### src/hdl/spart_macros.svh
`ifndef SPART_MACROS_SVH
`define SPART_MACROS_SVH

////////////////////////////////////////////////////////////
// serial character and baud divisor widths
////////////////////////////////////////////////////////////

`define SPART_DATA_W 8 // bits per character, 8N1 frame
`define SPART_DIV_W 16 // baud divisor width

////////////////////////////////////////////////////////////
// oversampling
////////////////////////////////////////////////////////////

`define SPART_OVERSAMPLE 16 // baud_en pulses per bit
`define SPART_MAJORITY 8 // high samples needed to vote a 1

`endif
### src/hdl/spart_pkg.sv
`include "spart_macros.svh"

package spart_pkg;

   ////////////////////////////////////////////////////////////
   // vector types
   ////////////////////////////////////////////////////////////

   typedef logic [`SPART_DATA_W-1:0] data_t; // one serial character
   typedef logic [`SPART_DIV_W-1:0] baud_div_t; // clocks per baud_en minus one

   // counts 0 to 16 samples so it needs one bit above the oversample range
   typedef logic [$clog2(`SPART_OVERSAMPLE + 1)-1:0] smpl_cnt_t;

   ////////////////////////////////////////////////////////////
   // state machines
   ////////////////////////////////////////////////////////////

   // receiver states
   typedef enum logic [2:0] {
      RX_IDLE, // wait for line low
      RX_START, // count low samples of start bit
      RX_START_TEST, // start bit or glitch
      RX_SAMPLE, // count high samples of a data bit
      RX_RECORD, // vote and store one bit
      RX_FIN // byte held until consumer takes it
   } rx_state_t;

   // transmitter states
   typedef enum logic [1:0] {
      TX_IDLE, // line high, ready for a byte
      TX_START, // start bit on txd
      TX_DATA, // eight data bits lsb first
      TX_STOP // stop bit
   } tx_state_t;

endpackage

### src/hdl/spart_top.sv
`timescale 1ns/1ps

module spart_top (
   input logic clk,
   input logic rst_n,
   input spart_pkg::baud_div_t baud_div, // clocks per tick minus one, >= 1

   // transmit handshake and line
   input spart_pkg::data_t tx_data,
   input logic tx_valid,
   output logic tx_ready,
   output logic txd,

   // receive line and handshake
   input logic rxd,
   output spart_pkg::data_t rx_data,
   output logic rx_valid,
   input logic rx_ready
);

   logic baud_en; // shared 16x tick

   ////////////////////////////////////////////////////////////
   // baud generator
   ////////////////////////////////////////////////////////////
   baud_gen u_baud_gen (
      .clk (clk),
      .rst_n (rst_n),
      .baud_div (baud_div),
      .baud_en (baud_en)
   );

   ////////////////////////////////////////////////////////////
   // serial blocks
   ////////////////////////////////////////////////////////////
   spart_rx u_rx (
      .clk (clk),
      .rst_n (rst_n),
      .baud_en (baud_en),
      .rxd (rxd),
      .rx_data (rx_data),
      .rx_valid (rx_valid),
      .rx_ready (rx_ready)
   );

   spart_tx u_tx (
      .clk (clk),
      .rst_n (rst_n),
      .baud_en (baud_en),
      .tx_data (tx_data),
      .tx_valid (tx_valid),
      .tx_ready (tx_ready),
      .txd (txd)
   );

endmodule

### src/hdl/spart_tx.sv
`timescale 1ns/1ps
`include "spart_macros.svh"

module spart_tx (
   input logic clk,
   input logic rst_n,
   input logic baud_en, // 16x oversampling tick
   input spart_pkg::data_t tx_data,
   input logic tx_valid,
   output logic tx_ready,
   output logic txd // registered serial line
);

   localparam int BIT_CNT_W = $clog2(`SPART_DATA_W);

   spart_pkg::tx_state_t state;
   spart_pkg::data_t shift; // bits still to send, lsb next
   spart_pkg::smpl_cnt_t smpl_cnt; // ticks within one symbol
   logic [BIT_CNT_W-1:0] bit_cnt;
   logic accept, sym_end;

   assign tx_ready = (state == spart_pkg::TX_IDLE);
   assign accept = tx_valid && tx_ready;
   // 16th tick of the symbol on txd
   assign sym_end = baud_en && (smpl_cnt == `SPART_OVERSAMPLE - 1);

   ////////////////////////////////////////////////////////////
   // frame state machine
   ////////////////////////////////////////////////////////////
   always_ff @(posedge clk or negedge rst_n) begin
      if (!rst_n) begin
         state <= spart_pkg::TX_IDLE;
         txd <= 1'b1; // line idles high
         smpl_cnt <= '0;
         bit_cnt <= '0;
      end else begin
         if (state == spart_pkg::TX_IDLE || sym_end)
            smpl_cnt <= '0;
         else if (baud_en)
            smpl_cnt <= smpl_cnt + 1'b1;

         case (state)
            spart_pkg::TX_IDLE: begin
               bit_cnt <= '0;
               if (accept) begin
                  state <= spart_pkg::TX_START;
                  txd <= 1'b0; // start bit
               end
            end
            spart_pkg::TX_START: begin
               if (sym_end) begin
                  state <= spart_pkg::TX_DATA;
                  txd <= shift[0]; // bit 0
               end
            end
            spart_pkg::TX_DATA: begin
               if (sym_end) begin
                  bit_cnt <= bit_cnt + 1'b1;
                  if (bit_cnt == BIT_CNT_W'(`SPART_DATA_W - 1)) begin
                     state <= spart_pkg::TX_STOP;
                     txd <= 1'b1; // stop bit
                  end else begin
                     txd <= shift[0];
                  end
               end
            end
            spart_pkg::TX_STOP: begin
               if (sym_end)
                  state <= spart_pkg::TX_IDLE; // ready again next cycle
            end
            default: begin
               state <= spart_pkg::TX_IDLE;
               txd <= 1'b1;
            end
         endcase
      end
   end

   // payload shifter, loaded on accept
   always_ff @(posedge clk) begin
      if (accept)
         shift <= tx_data;
      else if (sym_end && state != spart_pkg::TX_STOP)
         shift <= shift >> 1; // next bit into lsb
   end

   ////////////////////////////////////////////////////////////
   // checks
   ////////////////////////////////////////////////////////////
   a_idle_high: assert property (
      @(posedge clk) disable iff (!rst_n)
      state == spart_pkg::TX_IDLE |-> txd
   ) else $error("txd low while transmitter idle");

endmodule

### src/hdl/spart_rx.sv
`timescale 1ns/1ps
`include "spart_macros.svh"

module spart_rx (
   input logic clk,
   input logic rst_n,
   input logic baud_en, // 16x oversampling tick
   input logic rxd, // async serial line
   output spart_pkg::data_t rx_data, // held byte
   output logic rx_valid,
   input logic rx_ready
);

   localparam int BIT_CNT_W = $clog2(`SPART_DATA_W);

   logic rxd_meta, rxd_s; // synchronizer stages
   spart_pkg::rx_state_t state, state_next;
   spart_pkg::smpl_cnt_t smpl_cnt, mjr_cnt;
   logic [BIT_CNT_W-1:0] bit_cnt;

   logic smpl_clr, smpl_en;
   logic mjr_clr, mjr_en;
   logic bit_clr, bit_en;
   logic data_clr, data_en;
   logic rx_valid_next;
   logic vote; // majority result for current bit

   assign vote = (mjr_cnt >= `SPART_MAJORITY);

   ////////////////////////////////////////////////////////////
   // double flop synchronizer, idles high like the line
   ////////////////////////////////////////////////////////////
   always_ff @(posedge clk or negedge rst_n) begin
      if (!rst_n) begin
         rxd_meta <= 1'b1;
         rxd_s <= 1'b1;
      end else begin
         rxd_meta <= rxd;
         rxd_s <= rxd_meta;
      end
   end

   ////////////////////////////////////////////////////////////
   // sample, majority and bit counters
   ////////////////////////////////////////////////////////////

   // a clear may coincide with a tick, which then counts as sample 1
   always_ff @(posedge clk or negedge rst_n) begin
      if (!rst_n)
         smpl_cnt <= '0;
      else if (smpl_clr)
         smpl_cnt <= smpl_en ? spart_pkg::smpl_cnt_t'(1) : '0;
      else if (smpl_en)
         smpl_cnt <= smpl_cnt + 1'b1;
   end

   always_ff @(posedge clk or negedge rst_n) begin
      if (!rst_n)
         mjr_cnt <= '0;
      else if (mjr_clr)
         mjr_cnt <= mjr_en ? spart_pkg::smpl_cnt_t'(1) : '0;
      else if (mjr_en)
         mjr_cnt <= mjr_cnt + 1'b1;
   end

   always_ff @(posedge clk or negedge rst_n) begin
      if (!rst_n)
         bit_cnt <= '0;
      else if (bit_clr)
         bit_cnt <= '0;
      else if (bit_en)
         bit_cnt <= bit_cnt + 1'b1; // wraps after bit 7
   end

   ////////////////////////////////////////////////////////////
   // held byte and valid flag
   ////////////////////////////////////////////////////////////
   always_ff @(posedge clk or negedge rst_n) begin
      if (!rst_n)
         rx_data <= '0;
      else if (data_clr)
         rx_data <= '0; // new frame confirmed
      else if (data_en)
         rx_data <= rx_data | (spart_pkg::data_t'(vote) << bit_cnt);
   end

   always_ff @(posedge clk or negedge rst_n) begin
      if (!rst_n) begin
         state <= spart_pkg::RX_IDLE;
         rx_valid <= 1'b0;
      end else begin
         state <= state_next;
         rx_valid <= rx_valid_next; // registered FIN flag
      end
   end

   ////////////////////////////////////////////////////////////
   // state decoder
   ////////////////////////////////////////////////////////////
   always_comb begin
      state_next = state;
      smpl_clr = 1'b0;
      smpl_en = 1'b0;
      mjr_clr = 1'b0;
      mjr_en = 1'b0;
      bit_clr = 1'b0;
      bit_en = 1'b0;
      data_clr = 1'b0;
      data_en = 1'b0;
      rx_valid_next = 1'b0;

      case (state)
         spart_pkg::RX_IDLE: begin
            smpl_clr = 1'b1;
            mjr_clr = 1'b1;
            if (!rxd_s)
               state_next = spart_pkg::RX_START; // possible start bit
         end

         spart_pkg::RX_START: begin
            if (smpl_cnt == `SPART_OVERSAMPLE) begin
               state_next = spart_pkg::RX_START_TEST;
            end else begin
               smpl_en = baud_en;
               mjr_en = baud_en & ~rxd_s; // count lows here
            end
         end

         spart_pkg::RX_START_TEST: begin
            smpl_clr = 1'b1;
            mjr_clr = 1'b1;
            if (mjr_cnt >= `SPART_MAJORITY) begin
               state_next = spart_pkg::RX_SAMPLE;
               data_clr = 1'b1;
               bit_clr = 1'b1;
               smpl_en = baud_en; // first sample of bit 0
               mjr_en = baud_en & rxd_s;
            end else begin
               state_next = spart_pkg::RX_IDLE; // glitch, drop it
            end
         end

         spart_pkg::RX_SAMPLE: begin
            if (smpl_cnt == `SPART_OVERSAMPLE) begin
               state_next = spart_pkg::RX_RECORD;
            end else begin
               smpl_en = baud_en;
               mjr_en = baud_en & rxd_s; // count highs
            end
         end

         spart_pkg::RX_RECORD: begin
            data_en = 1'b1;
            bit_en = 1'b1;
            smpl_clr = 1'b1;
            mjr_clr = 1'b1;
            if (bit_cnt == BIT_CNT_W'(`SPART_DATA_W - 1)) begin
               state_next = spart_pkg::RX_FIN; // stop bit not checked
            end else begin
               state_next = spart_pkg::RX_SAMPLE;
               smpl_en = baud_en;
               mjr_en = baud_en & rxd_s;
            end
         end

         spart_pkg::RX_FIN: begin
            rx_valid_next = 1'b1;
            if (rx_valid && rx_ready) begin
               rx_valid_next = 1'b0; // byte taken
               // a start bit already on the line goes straight on
               state_next = rxd_s ? spart_pkg::RX_IDLE : spart_pkg::RX_START;
            end
         end

         default: state_next = spart_pkg::RX_IDLE;
      endcase
   end

   ////////////////////////////////////////////////////////////
   // checks
   ////////////////////////////////////////////////////////////
   a_rx_hold: assert property (
      @(posedge clk) disable iff (!rst_n)
      rx_valid && !rx_ready |=> $stable(rx_data)
   ) else $error("rx_data changed while stalled");

   a_smpl_range: assert property (
      @(posedge clk) disable iff (!rst_n)
      smpl_cnt <= `SPART_OVERSAMPLE
   ) else $error("sample counter above oversample count");

endmodule

### src/hdl/baud_gen.sv
`timescale 1ns/1ps

module baud_gen (
   input logic clk,
   input logic rst_n,
   input spart_pkg::baud_div_t baud_div, // reloaded on every wrap
   output logic baud_en // one cycle pulse, 16x bit rate
);

   spart_pkg::baud_div_t cnt; // down counter

   ////////////////////////////////////////////////////////////
   // divisor counter
   ////////////////////////////////////////////////////////////

   // period is baud_div + 1 clocks, so a new divisor
   // only lands at the next reload
   always_ff @(posedge clk or negedge rst_n) begin
      if (!rst_n) begin
         cnt <= '0;
         baud_en <= 1'b0;
      end else if (cnt == '0) begin
         cnt <= baud_div; // wrap
         baud_en <= 1'b1; // tick
      end else begin
         cnt <= cnt - 1'b1;
         baud_en <= 1'b0;
      end
   end

   ////////////////////////////////////////////////////////////
   // checks
   ////////////////////////////////////////////////////////////

   // both serial blocks rely on a quiet cycle after each tick
   // to leave their 16th-sample states, needs baud_div >= 1
   a_baud_en_gap: assert property (
      @(posedge clk) disable iff (!rst_n)
      baud_en |=> !baud_en
   ) else $error("baud_en high on two consecutive cycles");

endmodule

### config.mk
export PLATFORM = sky130hd
export DESIGN_NAME = spart_top
export DESIGN_NICKNAME = d
export VERILOG_FILES = /design/src/hdl/spart_pkg.sv /design/src/hdl/spart_top.sv /design/src/hdl/spart_tx.sv /design/src/hdl/spart_rx.sv /design/src/hdl/baud_gen.sv
export VERILOG_INCLUDE_DIRS = /design/src /design/src/hdl
export SDC_FILE = /design/constraint.sdc
export NUM_CORES = 1
export LEC_CHECK = 0
export ABC_AREA = 1
export BUFFER_PORTS_ARGS = -buffer_cell sky130_fd_sc_hd__buf_4
export CORE_MARGIN = 4
export CORE_UTILIZATION = 63
export DETAILED_ROUTE_END_ITERATION = 8
export GPL_ROUTABILITY_DRIVEN = 0
export MAX_ROUTING_LAYER = met4
export PLACE_DENSITY = 0.84
export SLEW_MARGIN = 15
export SYNTH_ARGS = -nofsm -noshare
export SYNTH_HDL_FRONTEND = slang
export SYNTH_HIERARCHICAL = 1
export SYNTH_SLANG_ARGS = --single-unit
export TNS_END_PERCENT = 100
### constraint.sdc
create_clock -name clk -period 5.7 [get_ports clk]
set_input_delay 0.285 -clock clk [delete_from_list [all_inputs] [get_ports clk]]
set_output_delay 0.285 -clock clk [all_outputs]
set_load 0.05 [all_outputs]
==> reports/qor.yml <==
clock_network:
  htreeDepth: 3
  post_cts_resized: 0
  ctsRootBufferMaster: "clkbuf_8"
  cts_tree: "done"
  cts_buffers: 9
  cts_hold_buf: 0
  cts.sinks: 63
  insertion_delay_ns: 0.34
  clk_pin_slew_ns: 0.07
  post_cts_buffers: 0
  cts_buffer_depth: 2
sta:
  min_period_ns: 2.09
  worstMarginPinSlew_ns: 0.711
  slew_violations: 0
  setup-tns-final_ns: 0
  min_period_over_period_pct: 36.7
  rsz0062_at_grt: "no"
  fmax_mhz: 479
  finalSetupViolations: 0
  hold_ws_ns: -0.0196
  hold_viol_final: 21
  finClkSkew_ns: 0.00962
  relSlewSlack_pct: 52.3
setup_path:
  end_kind: "flip-flop"
  ff2ff_path_depth: 6
  cpMaxStageDelayCell: "o21ai_1"
  worstPathArrival_ns: 2.06
  crit_path_max_incr_delay_ns: 0.61
  critPathMaxFanout: 8
  required_ns: 5.67
  critPathKind: "flip-flop to flip-flop"
  crit_chain: "ha_1, inv_1, nor3_1, ha_1, nand2_2, o21ai_1"
  worst_path_most_repeated_cell: "ha_1"
  crit_path_start_kind: "flip-flop"
logic_synthesis:
  synth_top_area_cell: "dfrtp_1"
  syn_inst: 442
  synth.cell_area_um2: 3530
  yosysWarningCount: 6
  synth.most_common_cell: "nand2_1"
  ys_ff_latch: 63
  synthMuxAreaShare_pct: 2.23
  syn_avg_cell_area_um2: 7.99
  netlist-cell-type-count: 31
  synth_seq_area_share_pct: 45.9
  synth_nets: 488
  synthXorXnorAreaFrac_pct: 3.47
  async_flop_share_pct: 87.3
  synth-adder-area-share_pct: 6.02
  synth_top_family_by_area: "simple AND/OR/NAND/NOR gates"
  synth.top_cell.area_share_pct: 36.9
  synth_edf_count: 8
  yosys.area_share.simple_pct: 30.3
  synth_compound_area_share_pct: 5.21
  synthTopCellsByCount: "nand2_1, dfrtp_1, inv_1"
  synthTopCellsByArea: "dfrtp_1, nand2_1, nand3_1, edfxtp_1, ha_1"
  synth_ff_type: "dfrtp_1"
routing:
  drt-pass1-iter-count: 4
  met2_length_mm: 3.57
  postRouteAntennaNets: 0
  via_per_inst: 5.24
  top_layer: "met4"
  met3_length_um: 284
  first_iter_violations: 156
  vias: 2950
  wirelength_mm: 7.07
  wl_per_cell_um: 12.6
  drc: 0
  met1_length_mm: 3.12
finish:
  area_growth_pct: 15.3
  fin_area_um2: 4070
  diodes: 0
  nNetsFinal: 534
  fill_cells: 412
  layout-drive-gt1-share_pct: 17.6
grt:
  grt_pass1_wl_mm: 12.7
  antenna_found_initial: 0
  grt_max_degree: 56
  grtUsageTotal_pct: 22.9
  gr-total-overflow: 0
  grt_pass1_vias: 2954
die:
  core.rowCount: 26
  fp.dieW_um: 82.9
  core_um2: 5270
  ios: 40
  dieHeight_um: 82.9
  start_util_pct: 67.0
  dieArea_um2: 6870
pwr:
  cellLeakagePower_nw: 2.04
  intPower_mw: 0.826
  power.switching_mw: 0.447
  power.share.switching_pct: 35.1
  pwr-share-clk_pct: 29.0
  comb_power_share_pct: 27.6
  power_density_nw_per_um2: 313
  ir_worst_vdd_mv: 0.216
  pwr-share-seq_pct: 43.4
place:
  io_buffers: 39
  placed_area_um2: 3880
  hpwl_mm: 5.34
run:
  drv_cap: 0
run_status:
  violations: "hold timing"
  status: "finished, violations left"
min_path:
  hold_path.class: "input pin to async pin"
==> power by group through the flow <==
stage,sequential (mW),combinational (mW),clock [mW]
after floorplan,0.551,0.270,0
after global placement,0.557,0.338,0
after detailed placement,0.561,0.350,0
after CTS,0.552,0.351,0.376
after global routing,0.558,0.403,0.404
final,0.552,0.351,0.369
==> state kept, by name, indices dropped and copies added, names as in the netlist, 2 cells and up <==
name	flops
u_rx/smpl_cnt	5
u_baud_gen/cnt	16
u_rx/state	3
u_tx/shift	8
u_rx/bit_cnt	3
u_rx/mjr_cnt	5
u_tx/smpl_cnt	5
u_rx/rx_data	8
u_tx/bit_cnt	3
u_tx/state	2
==> layout by cell type, fill, tap and decap left out, types with 3 or more instances in the layout <==
cell type,synthesis,routed
dfstp_2,3,3
nor2_4,4,4
inv_2,5,5
nand2_2,5,5
ha_1,17,17
xor2_1,9,9
inv_1,51,51
a21oi_1,13,13
xnor2_1,5,5
nor2_1,46,46
edfxtp_1,8,8
nand4_1,3,3
clkbuf_8,0,9
nor2_2,4,4
mux2_2,7,7
buf_4,1,39
nand2_1,125,125
nand3_1,49,49
clkinv_2,1,4
nor3_1,8,8
dfrtp_1,52,52
o21ai_0,15,14
==> final timing paths <==
check | start | to | slack (ns)
min | rst_n | u_rx/rx_data[0]$_DFFE_PN0P_ | -0.02
max reg2reg | u_tx/smpl_cnt[0]$_DFFE_PN0P_ | u_tx/shift[4]$_DFFE_PP_ | 3.61
min in group clk | rxd | u_rx/rxd_meta$_DFF_PN1_ | 0.06
max | u_tx/smpl_cnt[0]$_DFFE_PN0P_ | u_tx/shift[4]$_DFFE_PP_ | 3.61
max in group asynchronous | rst_n | u_baud_gen/cnt[15]$_DFF_PN0_ | 5.26
min reg2reg | u_rx/rxd_meta$_DFF_PN1_ | u_rx/rxd_s$_DFF_PN1_ | 0.37
==> stage by stage <==
stage | worst slack, ns | utilization [%] | std cells | power, mW
2_1_floorplan | 3.68 | - | 442 | 0.821
3_3_place_gp | 3.46 | 73.7 | 547 | 0.895
3_5_place_dp | 3.31 | 73.7 | 547 | 0.911
4_1_cts | 3.28 | 77.2 | 563 | 1.28
5_1_grt | 3.47 | 77.2 | 563 | 1.36
6_report | 3.61 | 77.2 | 563 | 1.27
==> cells by family (layout without fill, tap and decap cells) <==
group / after synthesis / after routing
compound gates: 34 / 34
xor+xnor: 14 / 14
fa+ha+maj: 17 / 17
buf+inv: 61 / 112
flops: 63 / 63
mux: 7 / 7
simple gates: 246 / 246
==> worst max-delay path, delay by kind of cell (launching register included) <==
kind                     cells  cell delay [ns]
AO/OA/AOI/OAI                1             0.61
adder cells (fa/ha/maj)      2             0.40
flip-flops                   1             0.40
AND/OR/NAND/NOR              2             0.26
buffers and inverters        1             0.06
==> routing by layer <==
| metal | vias to the layer above | track usage, % |
|---|---|---|
| li1 | 1504 | - |
| met2 | 64 | 38.3 |
| met5 | - | - |
| met1 | 1371 | 27.4 |
| met3 | 11 | 3.96 |
| met4 | 0 | 9.51 |
==> area by class of cell <==
class                   count  area, um2  share of cell area, %
multi-input cells         318       1670                   40.9
inverters                  57        215                   5.29
clock buffers               9        124                   3.04
well taps                  70       87.6                   2.15
clock inverters             7       63.8                   1.57
repair buffers             39        293                   7.19
flip-flops and latches     63       1620                   39.8
(Power assumes the default switching activity.)
